File: config.mk
export PLATFORM = sky130hd
export DESIGN_NAME = cpuTop
export DESIGN_NICKNAME = d
export VERILOG_FILES = /design/src/design/cpuPkg.sv /design/src/design/cpuTop.sv /design/src/design/controlSequencer.sv /design/src/design/memoryPort.sv /design/src/design/aluUnit.sv /design/src/design/registerFile.sv /design/src/design/busMux.sv
export SDC_FILE = /design/constraint.sdc
export NUM_CORES = 2
export LEC_CHECK = 0
export ABC_AREA = 0
export BUFFER_PORTS_ARGS = -buffer_cell sky130_fd_sc_hd__buf_2
export CORE_MARGIN = 2
export CORE_UTILIZATION = 35
export CTS_CLUSTER_SIZE = 25
export DETAILED_ROUTE_END_ITERATION = 6
export PLACE_DENSITY_LB_ADDON = 0.08
export SETUP_SLACK_MARGIN = 0.2
export SLEW_MARGIN = 20
export SYNTH_ARGS = -nofsm -noshare
export SYNTH_HDL_FRONTEND = slang
export SYNTH_HIERARCHICAL = 1
export SYNTH_SLANG_ARGS = --single-unit
File: constraint.sdc
create_clock -name Clock -period 11.2 [get_ports Clock]
set_clock_uncertainty 0.15 [all_clocks]
set_input_delay 3.36 -clock Clock [delete_from_list [all_inputs] [get_ports Clock]]
set_output_delay 3.36 -clock Clock [all_outputs]
set_load 0.01 [all_outputs]
File: src/design/cpuPkg.sv
`default_nettype none

package cpuPkg;

    // ********************
    // Widths
    // ********************
    localparam int dataWidth   = 32;
    localparam int regCount    = 16;
    localparam int regSelWidth = 4;
    localparam int opWidth     = 5;
    localparam int constWidth  = 15;
    localparam int shiftWidth  = 5;    // Low bits of rc used as amount.

    // ********************
    // Instruction fields
    // ********************
    localparam int opLsb    = 27;
    localparam int raLsb    = 23;
    localparam int rbLsb    = 19;
    localparam int rcLsb    = 15;
    localparam int constLsb = 0;

    typedef enum logic [opWidth-1:0] {
        opLdi  = 5'd0,
        opAdd  = 5'd1,
        opSub  = 5'd2,
        opAnd  = 5'd3,
        opOr   = 5'd4,
        opShr  = 5'd5,
        opShra = 5'd6,
        opShl  = 5'd7,
        opRor  = 5'd8,
        opRol  = 5'd9,
        opMul  = 5'd10,
        opNeg  = 5'd11,
        opNot  = 5'd12,
        opMfhi = 5'd13,
        opMflo = 5'd14,
        opOut  = 5'd15,
        opHalt = 5'd16     // Codes above this are no-ops.
    } opcodeT;

    typedef enum logic [2:0] {
        sIdle, sT0, sT1, sT2, sT3, sT4, sT5, sHalted
    } stateT;

endpackage

`default_nettype wire
File: src/design/cpuTop.sv
`timescale 1ns/1ps
`default_nettype none

module cpuTop (
    input  wire                          Clock,
    input  wire                          rst,
    input  wire [cpuPkg::dataWidth-1:0]  memDataIn,
    output logic [cpuPkg::dataWidth-1:0] memAddr,
    output logic                         memRead,
    output logic [cpuPkg::dataWidth-1:0] outData,
    output logic                         outStrobe,
    output logic                         halted
);

    logic [cpuPkg::dataWidth-1:0]   busData;
    logic [cpuPkg::dataWidth-1:0]   pcValue;
    logic [cpuPkg::dataWidth-1:0]   mdrValue;
    logic [cpuPkg::dataWidth-1:0]   zLow;
    logic [cpuPkg::dataWidth-1:0]   zHigh;
    logic [cpuPkg::dataWidth-1:0]   hiValue;
    logic [cpuPkg::dataWidth-1:0]   loValue;
    logic [cpuPkg::dataWidth-1:0]   regValue;
    logic [cpuPkg::dataWidth-1:0]   constValue;
    logic [cpuPkg::regSelWidth-1:0] regSel;
    cpuPkg::opcodeT                 aluOp;
    logic pcOut, mdrOut, zLowOut, zHighOut, hiOut, loOut, regOut, constOut;
    logic pcIn, marIn, mdrIn, irIn, yIn, zIn, hiIn, loIn, regIn, incPc;

    controlSequencer sequencer (
        .Clock(Clock), .rst(rst), .busData(busData),
        .pcOut(pcOut), .mdrOut(mdrOut), .zLowOut(zLowOut), .zHighOut(zHighOut),
        .hiOut(hiOut), .loOut(loOut), .regOut(regOut), .constOut(constOut),
        .pcIn(pcIn), .marIn(marIn), .mdrIn(mdrIn), .irIn(irIn), .yIn(yIn),
        .zIn(zIn), .hiIn(hiIn), .loIn(loIn), .regIn(regIn), .incPc(incPc),
        .memRead(memRead), .regSel(regSel), .aluOp(aluOp),
        .constValue(constValue), .outData(outData), .outStrobe(outStrobe),
        .halted(halted)
    );

    busMux bus (
        .pcValue(pcValue), .mdrValue(mdrValue), .zLow(zLow), .zHigh(zHigh),
        .hiValue(hiValue), .loValue(loValue), .regValue(regValue),
        .constValue(constValue), .pcOut(pcOut), .mdrOut(mdrOut),
        .zLowOut(zLowOut), .zHighOut(zHighOut), .hiOut(hiOut), .loOut(loOut),
        .regOut(regOut), .constOut(constOut), .busData(busData)
    );

    registerFile regFile (
        .Clock(Clock), .rst(rst), .regSel(regSel), .regIn(regIn),
        .busData(busData), .regValue(regValue)
    );

    aluUnit alu (
        .Clock(Clock), .rst(rst), .busData(busData), .yIn(yIn), .zIn(zIn),
        .hiIn(hiIn), .loIn(loIn), .aluOp(aluOp), .zLow(zLow), .zHigh(zHigh),
        .hiValue(hiValue), .loValue(loValue)
    );

    memoryPort memPort (
        .Clock(Clock), .rst(rst), .busData(busData), .memDataIn(memDataIn),
        .pcIn(pcIn), .incPc(incPc), .marIn(marIn), .mdrIn(mdrIn),
        .memRead(memRead), .pcValue(pcValue), .mdrValue(mdrValue),
        .memAddr(memAddr)
    );

endmodule

`default_nettype wire

File: src/design/controlSequencer.sv
`timescale 1ns/1ps
`default_nettype none

module controlSequencer (
    input  wire                           Clock,
    input  wire                           rst,
    input  wire [cpuPkg::dataWidth-1:0]   busData,
    output logic                          pcOut,
    output logic                          mdrOut,
    output logic                          zLowOut,
    output logic                          zHighOut,
    output logic                          hiOut,
    output logic                          loOut,
    output logic                          regOut,
    output logic                          constOut,
    output logic                          pcIn,
    output logic                          marIn,
    output logic                          mdrIn,
    output logic                          irIn,
    output logic                          yIn,
    output logic                          zIn,
    output logic                          hiIn,
    output logic                          loIn,
    output logic                          regIn,
    output logic                          incPc,
    output logic                          memRead,
    output logic [cpuPkg::regSelWidth-1:0] regSel,
    output cpuPkg::opcodeT                aluOp,
    output logic [cpuPkg::dataWidth-1:0]  constValue,
    output logic [cpuPkg::dataWidth-1:0]  outData,
    output logic                          outStrobe,
    output logic                          halted
);

    cpuPkg::stateT                  state;
    cpuPkg::stateT                  nextState;
    cpuPkg::opcodeT                 opCode;
    logic [cpuPkg::dataWidth-1:0]   irReg;
    logic [cpuPkg::regSelWidth-1:0] ra;
    logic [cpuPkg::regSelWidth-1:0] rb;
    logic [cpuPkg::regSelWidth-1:0] rc;
    logic                           twoOperand;
    logic                           oneOperand;

    // ********************
    // Field decode
    // ********************
    assign opCode = cpuPkg::opcodeT'(irReg[cpuPkg::opLsb +: cpuPkg::opWidth]);
    assign ra     = irReg[cpuPkg::raLsb +: cpuPkg::regSelWidth];
    assign rb     = irReg[cpuPkg::rbLsb +: cpuPkg::regSelWidth];
    assign rc     = irReg[cpuPkg::rcLsb +: cpuPkg::regSelWidth];
    assign constValue = {
        {(cpuPkg::dataWidth - cpuPkg::constWidth){irReg[cpuPkg::constLsb + cpuPkg::constWidth - 1]}},
        irReg[cpuPkg::constLsb +: cpuPkg::constWidth]
    };
    assign aluOp   = opCode;
    assign outData = busData;     // Valid while outStrobe is high.
    assign halted  = (state == cpuPkg::sHalted);

    always_comb begin
        twoOperand = 1'b0;
        oneOperand = 1'b0;
        case (opCode)
            cpuPkg::opAdd, cpuPkg::opSub, cpuPkg::opAnd, cpuPkg::opOr,
            cpuPkg::opShr, cpuPkg::opShra, cpuPkg::opShl, cpuPkg::opRor,
            cpuPkg::opRol, cpuPkg::opMul:
                twoOperand = 1'b1;
            cpuPkg::opNeg, cpuPkg::opNot:
                oneOperand = 1'b1;
            default: ;
        endcase
    end

    // ********************
    // T-state machine
    // ********************
    always_ff @(posedge Clock) begin
        if (rst) begin
            state <= cpuPkg::sIdle;
            irReg <= '0;
        end else begin
            state <= nextState;
            if (irIn)
                irReg <= busData;
        end
    end

    always_comb begin
        case (state)
            cpuPkg::sIdle: nextState = cpuPkg::sT0;
            cpuPkg::sT0:   nextState = cpuPkg::sT1;
            cpuPkg::sT1:   nextState = cpuPkg::sT2;
            cpuPkg::sT2:   nextState = cpuPkg::sT3;
            cpuPkg::sT3: begin
                if (opCode == cpuPkg::opHalt)
                    nextState = cpuPkg::sHalted;
                else if (twoOperand || oneOperand)
                    nextState = cpuPkg::sT4;
                else
                    nextState = cpuPkg::sT0;    // Short ops end here.
            end
            cpuPkg::sT4:   nextState = cpuPkg::sT5;
            cpuPkg::sT5:   nextState = cpuPkg::sT0;
            default:       nextState = cpuPkg::sHalted;
        endcase
    end

    // ********************
    // Strobes
    // ********************
    always_comb begin
        pcOut     = 1'b0;
        mdrOut    = 1'b0;
        zLowOut   = 1'b0;
        zHighOut  = 1'b0;
        hiOut     = 1'b0;
        loOut     = 1'b0;
        regOut    = 1'b0;
        constOut  = 1'b0;
        pcIn      = 1'b0;
        marIn     = 1'b0;
        mdrIn     = 1'b0;
        irIn      = 1'b0;
        yIn       = 1'b0;
        zIn       = 1'b0;
        hiIn      = 1'b0;
        loIn      = 1'b0;
        regIn     = 1'b0;
        incPc     = 1'b0;
        memRead   = 1'b0;
        outStrobe = 1'b0;
        regSel    = ra;
        case (state)
            cpuPkg::sT0: begin
                pcOut = 1'b1;
                marIn = 1'b1;
                incPc = 1'b1;
            end
            cpuPkg::sT1: begin
                memRead = 1'b1;
                mdrIn   = 1'b1;
            end
            cpuPkg::sT2: begin
                mdrOut = 1'b1;
                irIn   = 1'b1;
            end
            cpuPkg::sT3: begin
                case (opCode)
                    cpuPkg::opLdi: begin
                        constOut = 1'b1;
                        regIn    = 1'b1;
                    end
                    cpuPkg::opMfhi: begin
                        hiOut = 1'b1;
                        regIn = 1'b1;
                    end
                    cpuPkg::opMflo: begin
                        loOut = 1'b1;
                        regIn = 1'b1;
                    end
                    cpuPkg::opOut: begin
                        regSel    = rb;
                        regOut    = 1'b1;
                        outStrobe = 1'b1;
                    end
                    default: begin
                        if (twoOperand) begin
                            regSel = rb;    // First operand into Y.
                            regOut = 1'b1;
                            yIn    = 1'b1;
                        end
                    end
                endcase
            end
            cpuPkg::sT4: begin
                regSel = oneOperand ? rb : rc;
                regOut = 1'b1;
                zIn    = 1'b1;
            end
            cpuPkg::sT5: begin
                if (opCode == cpuPkg::opMul) begin
                    hiIn = 1'b1;
                    loIn = 1'b1;
                end else begin
                    zLowOut = 1'b1;
                    regIn   = 1'b1;
                end
            end
            default: ;
        endcase
    end

endmodule

`default_nettype wire

File: src/design/memoryPort.sv
`timescale 1ns/1ps
`default_nettype none

module memoryPort (
    input  wire                          Clock,
    input  wire                          rst,
    input  wire [cpuPkg::dataWidth-1:0]  busData,
    input  wire [cpuPkg::dataWidth-1:0]  memDataIn,
    input  wire                          pcIn,
    input  wire                          incPc,
    input  wire                          marIn,
    input  wire                          mdrIn,
    input  wire                          memRead,
    output logic [cpuPkg::dataWidth-1:0] pcValue,
    output logic [cpuPkg::dataWidth-1:0] mdrValue,
    output logic [cpuPkg::dataWidth-1:0] memAddr
);

    logic [cpuPkg::dataWidth-1:0] mdrNext;

    // Read data wins over the bus.
    assign mdrNext = memRead ? memDataIn : busData;

    always_ff @(posedge Clock) begin
        if (rst) begin
            pcValue  <= '0;
            memAddr  <= '0;
            mdrValue <= '0;
        end else begin
            if (pcIn)
                pcValue <= busData;
            else if (incPc)
                pcValue <= pcValue + 1'b1;    // Word addressed.
            if (marIn)
                memAddr <= busData;
            if (mdrIn)
                mdrValue <= mdrNext;
        end
    end

endmodule

`default_nettype wire

File: src/design/aluUnit.sv
`timescale 1ns/1ps
`default_nettype none

module aluUnit (
    input  wire                          Clock,
    input  wire                          rst,
    input  wire [cpuPkg::dataWidth-1:0]  busData,
    input  wire                          yIn,
    input  wire                          zIn,
    input  wire                          hiIn,
    input  wire                          loIn,
    input  wire cpuPkg::opcodeT          aluOp,
    output logic [cpuPkg::dataWidth-1:0] zLow,
    output logic [cpuPkg::dataWidth-1:0] zHigh,
    output logic [cpuPkg::dataWidth-1:0] hiValue,
    output logic [cpuPkg::dataWidth-1:0] loValue
);

    logic [cpuPkg::dataWidth-1:0]          yReg;
    logic [2*cpuPkg::dataWidth-1:0]        zReg;
    logic [cpuPkg::dataWidth-1:0]          lowResult;
    logic [cpuPkg::dataWidth-1:0]          highResult;
    logic signed [2*cpuPkg::dataWidth-1:0] product;
    logic [2*cpuPkg::dataWidth-1:0]        doubled;
    logic [2*cpuPkg::dataWidth-1:0]        rorTmp;
    logic [2*cpuPkg::dataWidth-1:0]        rolTmp;
    logic [cpuPkg::shiftWidth-1:0]         shamt;

    // ********************
    // Operation logic
    // ********************
    assign shamt   = busData[cpuPkg::shiftWidth-1:0];
    assign doubled = {yReg, yReg};         // Rotates fall out of a double shift.
    assign rorTmp  = doubled >> shamt;
    assign rolTmp  = doubled << shamt;
    assign product = $signed(yReg) * $signed(busData);

    always_comb begin
        highResult = '0;
        lowResult  = '0;
        case (aluOp)
            cpuPkg::opAdd:  lowResult = yReg + busData;
            cpuPkg::opSub:  lowResult = yReg - busData;
            cpuPkg::opAnd:  lowResult = yReg & busData;
            cpuPkg::opOr:   lowResult = yReg | busData;
            cpuPkg::opShr:  lowResult = yReg >> shamt;
            cpuPkg::opShra: lowResult = $signed(yReg) >>> shamt;
            cpuPkg::opShl:  lowResult = yReg << shamt;
            cpuPkg::opRor:  lowResult = rorTmp[cpuPkg::dataWidth-1:0];
            cpuPkg::opRol:  lowResult = rolTmp[2*cpuPkg::dataWidth-1:cpuPkg::dataWidth];
            cpuPkg::opMul:  {highResult, lowResult} = product;
            cpuPkg::opNeg:  lowResult = -busData;    // Operand comes straight off the bus.
            cpuPkg::opNot:  lowResult = ~busData;
            default:        lowResult = '0;
        endcase
    end

    // ********************
    // Registers
    // ********************
    always_ff @(posedge Clock) begin
        if (rst) begin
            yReg    <= '0;
            zReg    <= '0;
            hiValue <= '0;
            loValue <= '0;
        end else begin
            if (yIn)
                yReg <= busData;
            if (zIn)
                zReg <= {highResult, lowResult};
            if (hiIn)
                hiValue <= zHigh;     // HI and LO load from Z, not the bus.
            if (loIn)
                loValue <= zLow;
        end
    end

    assign zLow  = zReg[cpuPkg::dataWidth-1:0];
    assign zHigh = zReg[2*cpuPkg::dataWidth-1:cpuPkg::dataWidth];

endmodule

`default_nettype wire

File: src/design/registerFile.sv
`timescale 1ns/1ps
`default_nettype none

module registerFile (
    input  wire                           Clock,
    input  wire                           rst,
    input  wire [cpuPkg::regSelWidth-1:0] regSel,
    input  wire                           regIn,
    input  wire [cpuPkg::dataWidth-1:0]   busData,
    output logic [cpuPkg::dataWidth-1:0]  regValue
);

    logic [cpuPkg::dataWidth-1:0] regs [cpuPkg::regCount];
    logic                         writeEn;

    // Register 0 never takes a write.
    assign writeEn = regIn && (regSel != '0);

    always_ff @(posedge Clock) begin
        if (rst) begin
            for (int i = 0; i < cpuPkg::regCount; i++) begin
                regs[i] <= '0;
            end
        end else if (writeEn) begin
            regs[regSel] <= busData;
        end
    end

    always_comb begin
        if (regSel == '0)
            regValue = '0;    // Hardwired zero.
        else
            regValue = regs[regSel];
    end

endmodule

`default_nettype wire

File: src/design/busMux.sv
`timescale 1ns/1ps
`default_nettype none

module busMux (
    input  wire [cpuPkg::dataWidth-1:0] pcValue,
    input  wire [cpuPkg::dataWidth-1:0] mdrValue,
    input  wire [cpuPkg::dataWidth-1:0] zLow,
    input  wire [cpuPkg::dataWidth-1:0] zHigh,
    input  wire [cpuPkg::dataWidth-1:0] hiValue,
    input  wire [cpuPkg::dataWidth-1:0] loValue,
    input  wire [cpuPkg::dataWidth-1:0] regValue,
    input  wire [cpuPkg::dataWidth-1:0] constValue,
    input  wire                         pcOut,
    input  wire                         mdrOut,
    input  wire                         zLowOut,
    input  wire                         zHighOut,
    input  wire                         hiOut,
    input  wire                         loOut,
    input  wire                         regOut,
    input  wire                         constOut,
    output logic [cpuPkg::dataWidth-1:0] busData
);

    // One source at a time, so an AND-OR tree is enough.
    always_comb begin
        busData = '0;
        if (pcOut)
            busData = busData | pcValue;
        if (mdrOut)
            busData = busData | mdrValue;
        if (zLowOut)
            busData = busData | zLow;
        if (zHighOut)
            busData = busData | zHigh;
        if (hiOut)
            busData = busData | hiValue;
        if (loOut)
            busData = busData | loValue;
        if (regOut)
            busData = busData | regValue;
        if (constOut)
            busData = busData | constValue;    // Sign-extended immediate.
    end

endmodule

`default_nettype wire

==> impl_metrics.csv <==
group,metric,value,unit
worst_setup_path,cp-start-kind,"register",
logic_synthesis,synth_common_cells,"1084 x fa_1, 1084 x nor2_1, 1046 x inv_1",
route,postRouteAntennaNets,0,
cts,clkTransAtPathRegs,0.06,ns
global_route,grt_util_met2,50.72,%
sta,period_needed,11.25,ns
logic_synthesis,ys.warnings.count,6,
worst_setup_path,arrival,11.71,ns
logic_synthesis,postSynthCellCount,8328,
cts,hold_buffers,0,
floorplan,start_util,35.26,%
worst_setup_path,crit_fanout,8,
sta,layout_setup_ws,-0.05351,ns
logic_synthesis,yosys.area.top_type_share,27.03,%
sta,rsz0062_at_grt,"yes",
worst_setup_path,r2r_start,"sequencer/irReg[27]",
floorplan,fp.dieH,482.9,um
placement,hpwlAfterDp,268.3,mm
route,drt_wl_total,364.9,mm
floorplan,io_pins,101,
worst_setup_path,required,11.66,ns
worst_setup_path,crit_start,"sequencer/irReg[27]",
logic_synthesis,synth.area.top_cells,"fa_1 27%, edfxtp_1 18%, dfxtp_1 7.3%",
worst_setup_path,r2r_cells,45,
route,via_count,66110,
logic_synthesis,syn_avg_cell_area,9.640,um^2
sta,drv_slew,0,
placement,gp_congestion,0.9839,
power_and_ir_drop,power_leakage,0.04119,uW
cts,cts_tree,"done",
global_route,use_met1,40.34,%
power_and_ir_drop,ir_worst_vdd,0.09886,mV
finish,final_nets,10380,
floorplan,dieArea,233200,um^2
status,failed_checks,"negative setup slack",
worst_hold_path,hp-class,"reg -> reg",
logic_synthesis,synth-edff-count,480,
global_route,antenna_found_initial,18,
cts,clkLatencyLatePin,0.73,ns
power_and_ir_drop,p_per_area,72.34,nW/um^2
flow_run,maxCapViolCount,0,
worst_setup_path,worst_path_dominant_cell_family,"adder cells",
cts,cts_root_buffer,"clkbuf_16",
status,status,"finished with violations",
route,drc_errors,0,
floorplan,dieWidth,482.9,um
global_route,busiest_layer,"met2",
sta,max_freq,88.86,MHz
finish,final_area,96380,um^2
global_route,grt_max_degree,103,
finish,fillers,22430,
global_route,gr-total-overflow,0,
floorplan,rows,175,
cts,cts_max_level,3,
worst_setup_path,end_kind,"register",
sta,slew_headroom,23.42,%
placement,place_ws,-1.579,ns
logic_synthesis,ys_seq_area_share,25.21,%
worst_setup_path,endpoint,"alu/zReg[60]",
logic_synthesis,synth-seq-cells,771,
cts,cts_sinks,771,
logic_synthesis,ys.flop_type,"edfxtp_1",
route,wire_per_inst,30.24,um
worst_setup_path,crit_cells,45,
finish,drive_above_1_share,20.84,%
global_route,grt_pass1_vias,68460,
cts,cts.path.max_buffers,3,
logic_synthesis,async_flop_share,0,%
global_route,grt_util_met3,4.358,%
sta,final-setup-viol-count,2,
cts,cts_made_buffers,92,
worst_setup_path,path_class,"reg -> reg",
worst_setup_path,r2r-end,"alu/zReg[60]",
sta,worst_pin_slew,1.142,ns
logic_synthesis,syn_area,80290,um^2
sta,finalCritPeriodShare,100.5,%
route,drt-initial-drc-count,5895,
global_route,grt_pass1_wl,516.3,mm
route,dr.pass1.iters,6,
logic_synthesis,synth_top_area_cell,"fa_1",
floorplan,core_region_area,227700,um^2
worst_setup_path,slowest_stage,"fa_2",
placement,place_area,89670,um^2
worst_setup_path,path_buf_inv,17,
worst_setup_path,path_common_cell,"fa_1",
global_route,grt_use_total,31.12,%
worst_setup_path,cpPeakStageDelay,0.58,ns
logic_synthesis,ys_types,105,
sta,hold_viol,0,
finish,area.growth.synth_to_final,20.05,%
route,post_drt_via_cell_ratio,5.478,
placement,portBuffers,100,
worst_setup_path,rrSetupSlack,-0.05,ns
-- registers in the layout, summed over array words and instances, names as in the netlist --
name and cells:
alu/zReg 64, alu/hiValue 32, alu/yReg 32, sequencer/state 3, alu/loValue 32, sequencer/irReg 32
memPort/mdrValue 32, regFile/regs 480, memPort/pcValue 32, memPort/memAddr 32
-- what timing repair did --
| item | CTS | global route |
|---|---|---|
| pin swaps | 71 | 108 |
| cloned | 7 | 2 |
| setup buffers | 132 | 50 |
| setup endpoints to repair | 42 | 47 |
| gates resized for setup | 210 | 200 |
-- how the worst min path moves through the flow --
| stage | start | to | slack, ns | cells after the start |
|---|---|---|---|---|
| 2_1_floorplan | alu/zReg[56] | alu/zReg[56] | 0.28 | 2 |
| 4_1_cts | alu/zReg[56] | alu/zReg[56] | 0.31 | 2 |
| 6_report | sequencer/irReg[15] | sequencer/irReg[15] | 0.31 | 2 |
| 3_5_place_dp | sequencer/irReg[2] | sequencer/irReg[2] | 0.30 | 2 |
| 5_1_grt | sequencer/irReg[10] | sequencer/irReg[10] | 0.33 | 2 |
| 3_3_place_gp | sequencer/irReg[1] | sequencer/irReg[1] | 0.29 | 2 |
-- worst register-to-register path: cells and delay by family (launching register included) --
family	cells	cell delay (ns)
fa+ha+maj	9	4.42
buf+inv	17	2.24
mux	2	0.55
compound gates	10	2.08
simple gates	7	1.37
flops	1	0.34
-- cell usage in the layout, fill, tap and decap left out, drive strengths merged, types with 35 or more instances in the layout --
cell    netlist  routed
edfxtp      480     480
fa         1084    1084
nand2       708     708
a211oi       93      93
a21o         79      79
a22oi       171     171
mux2i       297     297
a21oi       330     330
nand4        65      65
dfxtp       291     291
a221o        35      35
clkinv       19      55
clkbuf      406     124
inv        1051    1045
ha          282     282
nand3        65      65
and2        498     498
xnor2        76      76
xor2         43      43
buf         264    1223
o22ai        39      39
mux2         37      37
mux4        128     128
nor2       1088    1088
o21ai       177     177
nor3         36      36
-- cells by family (layout without fill, tap and decap cells) --
group	Yosys count	in the layout	synth area share [%]
muxes	462	462	7.812
buffers and inverters	1740	2465	8.855
AOI/OAI and AO/OA	1208	1208	10.14
other	1	8	0.004671
DFF	771	771	25.21
and+or+nand+nor	2661	2661	15.26
adders and majority gates	1366	1366	31.42
xor gates and xnor gates	119	119	1.298
-- power breakdown --
group          total (uW)  switching, uW  internal (uW)
registers            3120           34.0           3080
logic                 697            458            239
clock network        3160           1340           1820
total                6970           1830           5140
-- metal layers --
metal  vias up  wire length, um
met2      2624           169200
met4         2            23190
met3       704            23960
met5         -               12
li1      28610                -
met1     34170           148500
-- area by class of cell --
class,count,area (um^2),share of cell area [%]
multi-input cells,5818,54490,56.54
flip-flops and latches,771,20250,21.01
repair buffers,1226,10730,11.13
inverters,1070,4050,4.202
well taps,3009,3765,3.906
clock buffers,122,2509,2.603
clock inverters,47,579.3,0.6010
diodes,6,15.01,0.01558
-- stage by stage --
step / total power (uW) / hold WS [ns] / util (%) / TNS [ns] / instances
after global placement: 3802 / 0.2922 / 39.37 / -19.85 / 11700
final: 6973 / 0.3052 / 42.33 / -0.09007 / 12070
after global routing: 7168 / 0.3305 / 42.32 / -3.135 / 12070
after CTS: 6999 / 0.3057 / 41.70 / 0 / 12010
after floorplan: 3488 / 0.2808 / - / 0 / 8329
after detailed placement: 3804 / 0.2968 / 39.38 / -21.39 / 11700
Note: power is estimated with default switching activity, not from simulation.
